==> src/verilog/swu_pkg.sv <==
package swu_pkg;

   ////////////////////////////////////////////////////////////
   // feature-map geometry
   ////////////////////////////////////////////////////////////
   localparam int SIMD     = 2;
   localparam int IP_PREC  = 8;
   localparam int IFM_CH   = 4;
   localparam int IFM_W    = 9;
   localparam int IFM_H    = 7;
   localparam int KERNEL_H = 3;
   localparam int KERNEL_W = 3;
   localparam int STRIDE   = 2;

   // derived sizes, all counted in words
   localparam int EFF_CH       = IFM_CH / SIMD;
   localparam int OFM_W        = (IFM_W - KERNEL_W) / STRIDE + 1;
   localparam int OFM_H        = (IFM_H - KERNEL_H) / STRIDE + 1;
   localparam int ROW_WORDS    = IFM_W * EFF_CH;
   localparam int BUF_ROWS     = KERNEL_H + STRIDE;
   localparam int BUF_DEPTH    = BUF_ROWS * ROW_WORDS;
   localparam int FRAME_WORDS  = IFM_H * ROW_WORDS;
   localparam int WINDOW_WORDS = KERNEL_H * KERNEL_W * EFF_CH;

   // start-position steps inside the circular buffer
   localparam int PIX_STEP   = STRIDE * EFF_CH;
   localparam int ROW_STEP   = STRIDE * ROW_WORDS;
   // from the last output row's first input row to the next frame's row 0
   localparam int FRAME_STEP = (IFM_H - (OFM_H - 1) * STRIDE) * ROW_WORDS;

   ////////////////////////////////////////////////////////////
   // widths
   ////////////////////////////////////////////////////////////
   localparam int DATA_W     = SIMD * IP_PREC;
   localparam int ADDR_W     = $clog2(BUF_DEPTH);
   localparam int ROW_CNT_W  = $clog2(IFM_H + 2);
   localparam int WORD_CNT_W = $clog2(ROW_WORDS + 1);
   localparam int CH_W       = $clog2(EFF_CH + 1);
   localparam int KW_W       = $clog2(KERNEL_W + 1);
   localparam int KH_W       = $clog2(KERNEL_H + 1);
   localparam int COL_W      = $clog2(OFM_W + 1);
   localparam int ROW_W      = $clog2(OFM_H + 1);

endpackage
==> src/verilog/swu_top.sv <==
`timescale 1ns/1ps

module swu_top (
   input  logic                       clk,
   input  logic                       resetn,
   input  logic [swu_pkg::DATA_W-1:0] in_data_i,
   input  logic                       in_valid_i,
   output logic                       in_ready_o,
   output logic [swu_pkg::DATA_W-1:0] out_data_o,
   output logic                       out_valid_o,
   input  logic                       out_ready_i
);

   logic                          wr_en;
   logic                          rd_en;
   logic                          row_done;
   logic                          frame_last_rd;
   logic                          out_space;
   logic [swu_pkg::ADDR_W-1:0]    rd_addr;
   logic [swu_pkg::ROW_CNT_W-1:0] rd_row_need;
   logic [swu_pkg::DATA_W-1:0]    rd_data;

   swu_flow_ctrl u_flow_ctrl (
      .clk             (clk),
      .resetn          (resetn),
      .in_valid_i      (in_valid_i),
      .in_ready_o      (in_ready_o),
      .wr_en_o         (wr_en),
      .rd_row_need_i   (rd_row_need),
      .row_done_i      (row_done),
      .frame_last_rd_i (frame_last_rd),
      .out_space_i     (out_space),
      .rd_en_o         (rd_en)
   );

   swu_line_buffer u_line_buffer (
      .clk       (clk),
      .resetn    (resetn),
      .wr_en_i   (wr_en),
      .wr_data_i (in_data_i),
      .rd_en_i   (rd_en),
      .rd_addr_i (rd_addr),
      .rd_data_o (rd_data)
   );

   swu_window_addr u_window_addr (
      .clk             (clk),
      .resetn          (resetn),
      .rd_en_i         (rd_en),
      .rd_addr_o       (rd_addr),
      .rd_row_need_o   (rd_row_need),
      .row_done_o      (row_done),
      .frame_last_rd_o (frame_last_rd)
   );

   swu_out_stage u_out_stage (
      .clk         (clk),
      .resetn      (resetn),
      .rd_en_i     (rd_en),
      .rd_data_i   (rd_data),
      .out_space_o (out_space),
      .out_data_o  (out_data_o),
      .out_valid_o (out_valid_o),
      .out_ready_i (out_ready_i)
   );

endmodule

==> src/verilog/swu_out_stage.sv <==
`timescale 1ns/1ps

module swu_out_stage (
   input  logic                       clk,
   input  logic                       resetn,
   input  logic                       rd_en_i,
   input  logic [swu_pkg::DATA_W-1:0] rd_data_i,
   output logic                       out_space_o,
   output logic [swu_pkg::DATA_W-1:0] out_data_o,
   output logic                       out_valid_o,
   input  logic                       out_ready_i
);

   // r follows the buffer read, q drives the port, s catches a word during a stall
   logic                       r_valid;
   logic                       q_valid;
   logic                       s_valid;
   logic [swu_pkg::DATA_W-1:0] q_data;
   logic [swu_pkg::DATA_W-1:0] s_data;
   logic                       pop;
   logic                       q_free;
   logic                       q_load_s;
   logic                       q_load_r;
   logic                       s_load;
   logic [1:0]                 held;

   assign pop      = q_valid && out_ready_i;
   assign q_free   = !q_valid || out_ready_i;
   assign q_load_s = q_free && s_valid;
   assign q_load_r = q_free && !s_valid && r_valid;
   assign s_load   = r_valid && (s_valid == q_free);

   // words held plus the one in flight, minus what leaves this cycle
   assign held        = 2'(q_valid) + 2'(s_valid) + 2'(r_valid) - 2'(pop);
   assign out_space_o = held < 2'd2;
   assign out_valid_o = q_valid;
   assign out_data_o  = q_data;

   always_ff @(posedge clk) begin
      if (!resetn) begin
         r_valid <= 1'b0;
         q_valid <= 1'b0;
         s_valid <= 1'b0;
      end else begin
         r_valid <= rd_en_i;
         if (q_free) begin
            q_valid <= s_valid || r_valid;
         end
         if (q_load_s) begin
            s_valid <= r_valid;
         end else if (s_load) begin
            s_valid <= 1'b1;
         end
      end
   end

   always_ff @(posedge clk) begin
      if (q_load_s) begin
         q_data <= s_data;
      end else if (q_load_r) begin
         q_data <= rd_data_i;
      end
      if (s_load) begin
         s_data <= rd_data_i;
      end
   end

   ////////////////////////////////////////////////////////////
   // checks
   ////////////////////////////////////////////////////////////

   assert property (@(posedge clk) disable iff (!resetn)
      out_valid_o && !out_ready_i |=> out_valid_o && $stable(out_data_o))
      else $error("output word changed while stalled");

endmodule

==> src/verilog/swu_flow_ctrl.sv <==
`timescale 1ns/1ps

module swu_flow_ctrl (
   input  logic                          clk,
   input  logic                          resetn,
   input  logic                          in_valid_i,
   output logic                          in_ready_o,
   output logic                          wr_en_o,
   input  logic [swu_pkg::ROW_CNT_W-1:0] rd_row_need_i,
   input  logic                          row_done_i,
   input  logic                          frame_last_rd_i,
   input  logic                          out_space_i,
   output logic                          rd_en_o
);

   logic [swu_pkg::WORD_CNT_W-1:0] wr_word;
   logic [swu_pkg::ROW_CNT_W-1:0]  rows_done;
   logic [swu_pkg::ROW_CNT_W-1:0]  oldest_row;
   logic [swu_pkg::ROW_CNT_W:0]    wr_limit;
   logic                           rd_drain;
   logic                           frame_written;
   logic                           row_end;
   logic                           restart;

   assign frame_written = rows_done == swu_pkg::ROW_CNT_W'(swu_pkg::IFM_H);
   // both sides of the frame are finished
   assign restart       = frame_written && rd_drain;

   // the row being written may reuse a slot only once its old row is no longer needed
   assign wr_limit   = {1'b0, oldest_row} + (swu_pkg::ROW_CNT_W+1)'(swu_pkg::BUF_ROWS);
   assign in_ready_o = !frame_written && ({1'b0, rows_done} < wr_limit);
   assign wr_en_o    = in_valid_i && in_ready_o;
   assign row_end    = wr_en_o && (wr_word == swu_pkg::WORD_CNT_W'(swu_pkg::ROW_WORDS - 1));

   assign rd_en_o = out_space_i && !rd_drain && (rd_row_need_i < rows_done);

   always_ff @(posedge clk) begin
      if (!resetn || restart) begin
         wr_word    <= '0;
         rows_done  <= '0;
         oldest_row <= '0;
         rd_drain   <= 1'b0;
      end else begin
         if (wr_en_o) begin
            wr_word <= row_end ? '0 : wr_word + 1'b1;
         end
         if (row_end) begin
            rows_done <= rows_done + 1'b1;
         end
         // an output row is done so its first STRIDE input rows are free
         if (row_done_i) begin
            oldest_row <= oldest_row + swu_pkg::ROW_CNT_W'(swu_pkg::STRIDE);
         end
         if (frame_last_rd_i) begin
            rd_drain <= 1'b1;
         end
      end
   end

   ////////////////////////////////////////////////////////////
   // checks
   ////////////////////////////////////////////////////////////

   // a granted read only addresses input rows that are still held
   assert property (@(posedge clk) disable iff (!resetn)
      rd_en_o |-> rd_row_need_i >= oldest_row)
      else $error("read addressed an input row that has already left the buffer");

endmodule

==> src/verilog/swu_window_addr.sv <==
`timescale 1ns/1ps

module swu_window_addr (
   input  logic                          clk,
   input  logic                          resetn,
   input  logic                          rd_en_i,
   output logic [swu_pkg::ADDR_W-1:0]    rd_addr_o,
   output logic [swu_pkg::ROW_CNT_W-1:0] rd_row_need_o,
   output logic                          row_done_o,
   output logic                          frame_last_rd_o
);

   logic [swu_pkg::CH_W-1:0]   ch;
   logic [swu_pkg::KW_W-1:0]   kw;
   logic [swu_pkg::KH_W-1:0]   kh;
   logic [swu_pkg::COL_W-1:0]  out_col;
   logic [swu_pkg::ROW_W-1:0]  out_row;
   // buffer address of input row out_row*STRIDE
   logic [swu_pkg::ADDR_W-1:0] row_base;
   // buffer address of the top-left word of the current window
   logic [swu_pkg::ADDR_W-1:0] pix_base;
   logic [swu_pkg::ADDR_W-1:0] next_row_base;
   logic [swu_pkg::ADDR_W:0]   win_off;
   logic [swu_pkg::ADDR_W:0]   row_step;
   logic                       ch_last;
   logic                       kw_last;
   logic                       kh_last;
   logic                       col_last;
   logic                       row_last;
   logic                       pix_done;

   // both operands stay below BUF_DEPTH so one subtraction wraps
   function automatic logic [swu_pkg::ADDR_W-1:0] wrap_add(
      input logic [swu_pkg::ADDR_W-1:0] base,
      input logic [swu_pkg::ADDR_W:0]   step
   );
      logic [swu_pkg::ADDR_W:0] sum;
      sum = {1'b0, base} + step;
      if (sum >= (swu_pkg::ADDR_W+1)'(swu_pkg::BUF_DEPTH)) begin
         sum = sum - (swu_pkg::ADDR_W+1)'(swu_pkg::BUF_DEPTH);
      end
      return sum[swu_pkg::ADDR_W-1:0];
   endfunction

   assign ch_last  = ch == swu_pkg::CH_W'(swu_pkg::EFF_CH - 1);
   assign kw_last  = kw == swu_pkg::KW_W'(swu_pkg::KERNEL_W - 1);
   assign kh_last  = kh == swu_pkg::KH_W'(swu_pkg::KERNEL_H - 1);
   assign col_last = out_col == swu_pkg::COL_W'(swu_pkg::OFM_W - 1);
   assign row_last = out_row == swu_pkg::ROW_W'(swu_pkg::OFM_H - 1);

   assign pix_done        = rd_en_i && ch_last && kw_last && kh_last;
   assign row_done_o      = pix_done && col_last;
   assign frame_last_rd_o = row_done_o && row_last;

   // kernel row, then column, then channel group
   assign win_off = (swu_pkg::ADDR_W+1)'(kh) * (swu_pkg::ADDR_W+1)'(swu_pkg::ROW_WORDS)
                  + (swu_pkg::ADDR_W+1)'(kw) * (swu_pkg::ADDR_W+1)'(swu_pkg::EFF_CH)
                  + (swu_pkg::ADDR_W+1)'(ch);
   assign rd_addr_o = wrap_add(pix_base, win_off);

   assign rd_row_need_o = swu_pkg::ROW_CNT_W'(out_row) * swu_pkg::ROW_CNT_W'(swu_pkg::STRIDE)
                        + swu_pkg::ROW_CNT_W'(kh);

   // the last output row jumps over the unused rows to the next frame
   assign row_step = row_last ? (swu_pkg::ADDR_W+1)'(swu_pkg::FRAME_STEP)
                              : (swu_pkg::ADDR_W+1)'(swu_pkg::ROW_STEP);
   assign next_row_base = wrap_add(row_base, row_step);

   always_ff @(posedge clk) begin
      if (!resetn) begin
         ch       <= '0;
         kw       <= '0;
         kh       <= '0;
         out_col  <= '0;
         out_row  <= '0;
         row_base <= '0;
         pix_base <= '0;
      end else if (rd_en_i) begin
         ch <= ch_last ? '0 : ch + 1'b1;
         if (ch_last) begin
            kw <= kw_last ? '0 : kw + 1'b1;
            if (kw_last) begin
               kh <= kh_last ? '0 : kh + 1'b1;
            end
         end
         if (pix_done) begin
            if (col_last) begin
               out_col  <= '0;
               out_row  <= row_last ? '0 : out_row + 1'b1;
               row_base <= next_row_base;
               pix_base <= next_row_base;
            end else begin
               out_col  <= out_col + 1'b1;
               pix_base <= wrap_add(pix_base, (swu_pkg::ADDR_W+1)'(swu_pkg::PIX_STEP));
            end
         end
      end
   end

endmodule

==> src/verilog/swu_line_buffer.sv <==
`timescale 1ns/1ps

module swu_line_buffer (
   input  logic                       clk,
   input  logic                       resetn,
   input  logic                       wr_en_i,
   input  logic [swu_pkg::DATA_W-1:0] wr_data_i,
   input  logic                       rd_en_i,
   input  logic [swu_pkg::ADDR_W-1:0] rd_addr_i,
   output logic [swu_pkg::DATA_W-1:0] rd_data_o
);

   logic [swu_pkg::DATA_W-1:0] mem [swu_pkg::BUF_DEPTH];
   logic [swu_pkg::ADDR_W-1:0] wr_ptr;

   // write pointer runs on across frames
   always_ff @(posedge clk) begin
      if (!resetn) begin
         wr_ptr <= '0;
      end else if (wr_en_i) begin
         if (wr_ptr == swu_pkg::ADDR_W'(swu_pkg::BUF_DEPTH - 1)) begin
            wr_ptr <= '0;
         end else begin
            wr_ptr <= wr_ptr + 1'b1;
         end
      end
   end

   always_ff @(posedge clk) begin
      if (wr_en_i) begin
         mem[wr_ptr] <= wr_data_i;
      end
      if (rd_en_i) begin
         rd_data_o <= mem[rd_addr_i];
      end
   end

   ////////////////////////////////////////////////////////////
   // checks
   ////////////////////////////////////////////////////////////

   // a granted write must never hit the buffer row that is being read
   assert property (@(posedge clk) disable iff (!resetn)
      wr_en_i && rd_en_i |->
         (wr_ptr / swu_pkg::ROW_WORDS) != (rd_addr_i / swu_pkg::ROW_WORDS))
      else $error("write landed on a buffer row that is still read");

endmodule

==> config.mk <==
export PLATFORM = sky130hd
export DESIGN_NAME = swu_top
export DESIGN_NICKNAME = d
export VERILOG_FILES = /design/src/verilog/swu_pkg.sv /design/src/verilog/swu_top.sv /design/src/verilog/swu_out_stage.sv /design/src/verilog/swu_flow_ctrl.sv /design/src/verilog/swu_window_addr.sv /design/src/verilog/swu_line_buffer.sv
export SDC_FILE = /design/constraint.sdc
export NUM_CORES = 2
export LEC_CHECK = 0
export BUFFER_PORTS_ARGS = -buffer_cell sky130_fd_sc_hd__buf_2
export CORE_ASPECT_RATIO = 1.1
export CORE_UTILIZATION = 50
export DETAILED_ROUTE_END_ITERATION = 6
export MAX_ROUTING_LAYER = met4
export PLACE_DENSITY = 0.65
export SLEW_MARGIN = 10
export SYNTH_ARGS = -nofsm -noshare
export SYNTH_HDL_FRONTEND = slang
export SYNTH_HIERARCHICAL = 1
export SYNTH_SLANG_ARGS = --single-unit
==> constraint.sdc <==
create_clock -name clk -period 5.8 [get_ports clk]
set_input_delay 1.16 -clock clk [delete_from_list [all_inputs] [get_ports clk]]
set_output_delay 1.16 -clock clk [all_outputs]
set_load 0.02 [all_outputs]
After elaboration in Yosys (flattened, before gate mapping)
Memory sizes are Yosys's and may differ from the RTL's. A register that Yosys moved wholly into a read port is not among the register bits.
Cells that the tools add are included.
{ "totals": {"ff_bits": 81, "ram_bits": 1440, "inputBits": 20, "elab_cells": 104, "memories": 1} }
{ "memory_table": {"columns": ["name", "depth", "width", "rd", "rd_ports_with_merged_regs", "wr", "line_no", "rtl"], "rows": [
  ["u_line_buffer.mem", 90, 16, 1, 1, 1, "swu_line_buffer.sv:13", "logic [swu_pkg::DATA_W-1:0] mem [swu_pkg::BUF_DEPTH];"]
]} }
{ "classes": {"addsub": 22, "mul": 1, "order_cmp": 6, "n_eq_ne": 9, "muxes": 18, "n_reduce_logical": 30} }
{ "op_table": {"columns": ["operator", "n"], "rows": [
  ["$mux W7", 5],
  ["$mux W16", 2],
  ["$ge A8 B7 Y1 const B", 3],
  ["$sub A7 B7 Y7 const B", 3],
  ["$logic_and A1 B1 Y1", 16],
  ["$mux W5", 2],
  ["$add A2 B1 Y2 const B", 4],
  ["$add A7 B3 Y8", 1],
  ["$add A7 B3 Y8 const B", 1],
  ["$add A7 B6 Y8", 1],
  ["$add A7 B8 Y8", 1],
  ["$add A8 B2 Y8", 1],
  ["$mux W2", 4],
  ["$add A7 B1 Y7 const B", 1],
  ["$eq A7 B7 Y1 const B", 1],
  ["$eq A2 B2 Y1 const B", 3],
  ["$mul A2 B4 Y6 const B", 1],
  ["$reduce_and A3 Y1", 2],
  ["$add A4 B3 Y5 const B", 1],
  ["$add A5 B1 Y5 const B", 1],
  ["$eq A5 B5 Y1 const B", 1],
  ["$logic_not A1 Y1", 5],
  ["$lt A4 B5 Y1", 1],
  ["$add A3 B2 Y4", 1],
  ["other kinds (17)", 24]
]} }

Longest topological paths before layout
{ "depth": {"word_depth": 11, "ltp_mapped": 20, "ltp_nobuf": 16} }

Hierarchy
Netlist, hierarchy kept.
{ "by_module_without_submodules": {"columns": ["mod", "instances", "cells_each", "area_each_um2", "seq_area_each_um2"], "rows": [
  ["swu_line_buffer", 1, 2572, 56496.7, 43862.1],
  ["swu_window_addr", 1, 271, 2153.3, 460.4],
  ["swu_out_stage", 1, 72, 1400.1, 1021.0],
  ["swu_flow_ctrl", 1, 95, 842.1, 260.2]
]} }

Least setup slack after synthesis
No wires, ideal clock.
{ "synth_path": {"path_kind": "input -> register", "start": "input port out_ready_i", "end": "register u_window_addr/pix_base[5] in the netlist's numbering", "setup_ns": 0.075, "arrival_ns": 4.854, "path_slack_ns": 0.872, "path_stages": 16, "n_path_buf": 1, "path_cell_list": "and2_1 ha_1 inv_1 ha_1 a21oi_1 xor2_1 nand2_1 a21oi_1 nand3b_2 or4_4 or2_0 buf_2 a211oi_2 o31ai_1 a21boi_1 o22ai_1"} }
{ "synth_via": {"elab_chain_cells": 9} }
{ "synth_rtl": {"columns": ["item", "line_no", "rtl"], "rows": [
  ["start, declared", "swu_top.sv:11", "input logic out_ready_i"],
  ["$logic_and A1 B1 Y1 *", "swu_out_stage.sv:27", "assign pop = q_valid && out_ready_i;"],
  ["$sub A2 B1 Y2 *", "swu_out_stage.sv:34", "assign held = 2'(q_valid) + 2'(s_valid) + 2'(r_valid) - 2'(pop);"],
  ["$lt A2 B2 Y1 *", "swu_out_stage.sv:35", "assign out_space_o = held < 2'd2;"],
  ["via out_space", "swu_top.sv:18", "logic out_space;"],
  ["$logic_and A1 B1 Y1 * (2 in a row)", "swu_flow_ctrl.sv:35", "assign rd_en_o = out_space_i && !rd_drain && (rd_row_need_i < rows_done);"],
  ["via rd_en", "swu_top.sv:15", "logic rd_en;"],
  ["$logic_and A1 B1 Y1 (3 in a row)", "swu_window_addr.sv:51", "assign pix_done = rd_en_i && ch_last && kw_last && kh_last;"],
  ["$reduce_and A2 Y1 (no source line) *", null, null],
  ["end signal, assigned", "swu_window_addr.sv:91", "pix_base <= next_row_base;"],
  ["end signal, assigned", "swu_window_addr.sv:94", "pix_base <= wrap_add(pix_base, (swu_pkg::ADDR_W+1)'(swu_pkg::PIX_STEP));"],
  ["end, declared", "swu_window_addr.sv:21", "logic [swu_pkg::ADDR_W-1:0] pix_base;"]
]} }
Mark *: on every way through the listed nets, which the timed path passes. The rest lies on a longest branch.
A chain may end at the register's enable or synchronous reset.

Final worst setup path
{ "layout_path": {"start": "register u_window_addr/kh[0] in the netlist's numbering", "end": "register u_line_buffer/rd_data_o[2] in the netlist's numbering, read port of u_line_buffer.mem, data pin"} }
{ "layout_via": {"elab_chain_cells": 6, "word_cells_on_any_way": 10, "classes_between": "add/sub: 5; mul: 1; order compare: 2; mux: 1; reduce/logical: 1"} }
{ "layout_rtl": {"columns": ["item", "line_no", "rtl"], "rows": [
  ["start, declared", "swu_window_addr.sv:15", "logic [swu_pkg::KH_W-1:0] kh;"],
  ["start signal, assigned", "swu_window_addr.sv:83", "kh <= kh_last ? '0 : kh + 1'b1;"],
  ["$mul A2 B4 Y6 *", "swu_window_addr.sv:56", "assign win_off = (swu_pkg::ADDR_W+1)'(kh) * (swu_pkg::ADDR_W+1)'(swu_pkg::ROW_WORDS)"],
  ["$add A7 B3 Y8 *", "swu_window_addr.sv:57", "+ (swu_pkg::ADDR_W+1)'(kw) * (swu_pkg::ADDR_W+1)'(swu_pkg::EFF_CH)"],
  ["$add A8 B2 Y8 *", "swu_window_addr.sv:58", "+ (swu_pkg::ADDR_W+1)'(ch);"],
  ["$add A7 B8 Y8 *", "swu_window_addr.sv:38", "sum = {1'b0, base} + step;"],
  ["$sub A7 B7 Y7 / $ge A8 B7 Y1 (equally long branches)", "swu_window_addr.sv:40, swu_window_addr.sv:39", null],
  ["$mux W7 *", "swu_window_addr.sv:39", "if (sum >= (swu_pkg::ADDR_W+1)'(swu_pkg::BUF_DEPTH)) begin"],
  ["via rd_addr, one bit", "swu_top.sv:19", "logic [swu_pkg::ADDR_W-1:0] rd_addr;"],
  ["end, declared", "swu_line_buffer.sv:10", "output logic [swu_pkg::DATA_W-1:0] rd_data_o"]
]} }
Marks and branches as above.

==> results by group <==
Run status
  • Outcome: complete, no violations

STA
  • Setup TNS Final: 0 ps
  • Final setup vio count: 0
  • Worst Tran Pin Value: ~1200 ps
  • Period utilization: approximately 95%
  • Final Slew Violations: 0
  • Final Hold Vio Count: 0
  • Max Clk Rate: around 180 MHz
  • Clk_skew: roughly 27 ps
  • Hold slack: 462 ps
  • Crit path time final: approximately 5500 ps
  • RSZ-0062 raised after global routing: false
  • Max_slew headroom: roughly a fifth

Yosys
  • Top_reg_cell synth: edfxtp_1
  • Syn avg cell area: approximately 20 sq um
  • Netlist cell types: 84
  • Portion of netlist area occupied by mux cells: 14.8%
  • Top cells by count, synth: edfxtp_1 (1488), mux4_2 (290), nor2_1 (131)
  • Main combinational cell family by area after synthesis: multiplexers
  • Top cell type's share of synthesized area: between 70 and 80%
  • Synthesized flop and latch total: between 1500 and 2000
  • Synth Area in XOR/XNOR: less than 1%
  • Synth area leader: edfxtp_1
  • Sequential area share after synthesis: between 70% and 80%
  • Synth Area in Compound Gates: around 3.7%
  • Top cells by area, synth: edfxtp_1 (73%), mux4_2 (11%), mux2_2 (1.6%)
  • Syn Inst Count: roughly 3000
  • Post-synthesis net count: a little over 3000
  • Synthesized area: approximately 61000 sq um
  • Post-synth EDFFs: ~1500
  • Most frequent cell after synthesis: edfxtp_1
  • Post-Synth Adder-Cell Area: 0.867%
  • Asr flop ratio synth: 0%
  • Synth warn: 6
  • Synth Area in Simple Gates: 3.68%

Layout
  • Final nets: around 3200
  • Final Instance Area: 68300 sq um
  • Area grow syn2layout: 12.1%
  • Layout cells sized above 1: 25.0%
  • Finished Layout Cells: 4922
  • Ant. Diodes: 0

GRT
  • GRT Total Usage: between 20% and 30%
  • First-pass GRT wire length: around 210 mm
  • Initial antenna violation count: 1
  • Largest net degree at the start of global routing: a little over 90
  • Vias in the first global route: between 30000 and 40000
  • Grt total ovfl: 0

Clocking
  • # H-tree levels: 4
  • Clock buffer depth: 3
  • Worst skew pair latency: 790 ps
  • CTS root buffer: clkbuf_16
  • Num CTS Buffers: ~150
  • Clock sink count: about 1500
  • Clk pin slew, worst setup/hold paths: about 60 ps
  • CTS tree: built

Critical path
  • Startpoint types: flip-flop
  • Crit end category: flip-flop
  • CP max-delay cell: nor2b_4
  • Worst R2R Path Depth: 18
  • Req. time, crit path: ~6400 ps
  • Crit path cell chain: inv_1 > fa_1 > inv_1 > ha_1 > a21o_1 > a21oi_1 > xor2_1 > nor3_1 > o21ai_1 > nand2_1 > mux2i_4 > nor2b_4 > buf_4 > a22oi_1 > buf_4 > nand3_1 > nand3_1 > a32oi_1
  • CP arrival: approximately 6100 ps
  • Crit Path Max Fanout: 25
  • Slowest cell delay on critical path: about 780 ps
  • Setup CP Type: reg -> reg
  • Worst reg2reg setup slack: around 270 ps

Placed design
  • DP Wirelength: roughly 83 mm
  • IO Port Bufs: 37
  • Dpl cells: around 4600
  • RePlAce Congestion: 0.842
  • Placed inst area: about 64000 sq um

Floorplanning
  • Die height: between 300 and 400 um
  • Die Width: ~330 um
  • Top-Level Pins: 38
  • Die area: about 120000 sq um
  • Core area: approximately 120000 sq um
  • FP Rows: between 100 and 150
  • Initial Util: between 50% and 60%

Drt
  • Routed Wire Length: 143 mm
  • First-pass DRT Iterations: 5
  • DR WL/cell: between 20 and 30 um
  • Routed Antenna Nets: 0
  • Vias per cell: just over 6
  • Initial DRC count: 3150
  • Vias: between 30000 and 40000
  • DRC: 0

Power and ir drop
  • VDD IR max: roughly 0.27 mV
  • Leakage: 21.1 nW
  • Total chip power: 21.7 mW
  • PwrDens: roughly 320 nW/um^2

Worst hold path
  • Hold Path Class: reg -> reg
  • Hold path depth: 2

Flow run
  • Number of max-cap violations: 0
power by group:
part	total, mW	internal [mW]	switching (mW)
clock network	9.17	5.08	4.09
logic	0.305	0.0402	0.264
registers	12.2	12.2	0.0145
total	21.7	17.3	4.37
registers in the layout (all words and copies together), names as in the netlist, 2 cells and up:
name	flops
u_out_stage/s_data	16
u_window_addr/out_col	3
u_flow_ctrl/rows_done	4
u_window_addr/row_base	6
u_flow_ctrl/oldest_row	3
u_window_addr/ch	2
u_window_addr/kh	2
u_flow_ctrl/wr_word	5
u_line_buffer/mem	1440
u_window_addr/pix_base	6
u_window_addr/kw	2
u_out_stage/out_data_o	16
u_line_buffer/rd_data_o	16
u_window_addr/out_row	2
u_line_buffer/wr_ptr	7
layer usage:
layer / vias to the layer above / track usage [%] / wire, um
met5: - / - / 0
met4: 0 / 6.86 / 3470
met3: 206 / 3.65 / 10000
met2: 1253 / 37.5 / 70200
met1: 16148 / 33.5 / 58900
li1: 12834 / - / -
through the flow:
stage / utilization (%) / setup WS, ps
CTS: 56.8 / 128
detailed placement: 53.0 / -30.0
floorplan: - / 872
global placement: 53.0 / 101
finish: 56.8 / 274
global route: 56.8 / 75.7
kinds of logic (layout without fill, tap and decap cells):
logic type / count (synthesis) / count (layout)
mux: 473 / 473
flops: 1534 / 1534
simple gates: 462 / 462
buf+inv: 199 / 491
fa+ha+maj: 41 / 41
xor+xnor: 22 / 22
compound gates: 279 / 279
critical path: cells and delay by family (launching register included):
kind	cells	cell delay (ps)
buf+inv	4	670
mux	1	380
simple gates	5	1580
fa+ha+maj	2	780
xor+xnor	1	390
flops	1	430
compound gates	5	1130
layout by cell type, fill, tap and decap left out, types with 46 or more instances in the layout:
cell	synthesis	final
nand2_1	114	114
a22oi_1	64	64
mux2_2	88	88
mux4_2	290	290
edfxtp_1	1488	1488
nand3_1	80	80
clkbuf_16	0	155
nor2_1	131	130
buf_4	27	145
dfxtp_1	46	46
mux2i_1	57	56
path summary, 6_finish.rpt:
check / end / startpoint
hold reg to reg: u_window_addr/out_col[1]$_SDFFE_PN0P_ / u_window_addr/out_col[1]$_SDFFE_PN0P_
setup / recovery: u_line_buffer/rd_data_o[2]$_DFFE_PP_ / u_window_addr/kh[0]$_SDFFE_PN0P_
hold / removal: u_window_addr/out_col[1]$_SDFFE_PN0P_ / u_window_addr/out_col[1]$_SDFFE_PN0P_
setup reg to reg: u_line_buffer/rd_data_o[2]$_DFFE_PP_ / u_window_addr/kh[0]$_SDFFE_PN0P_
final cells by class:
type / instances / area (sq um)
flip-flops and latches: 1534 / 45600
inverters: 32 / 120
fillers: 8776 / 51900
well taps: 1620 / 2030
repair buffers: 186 / 1590
clock inverters: 75 / 568
clock buffers: 198 / 4040
multi-input cells: 1277 / 14300
what timing repair did:
action | CTS | global route
pin swaps | 0 | 0
hold buffers | 0 | 0
setup endpoints to repair | 3 | 5
buffers inserted | 0 | 2
resized for setup | 1 | 1
(Power assumes the default switching activity.)
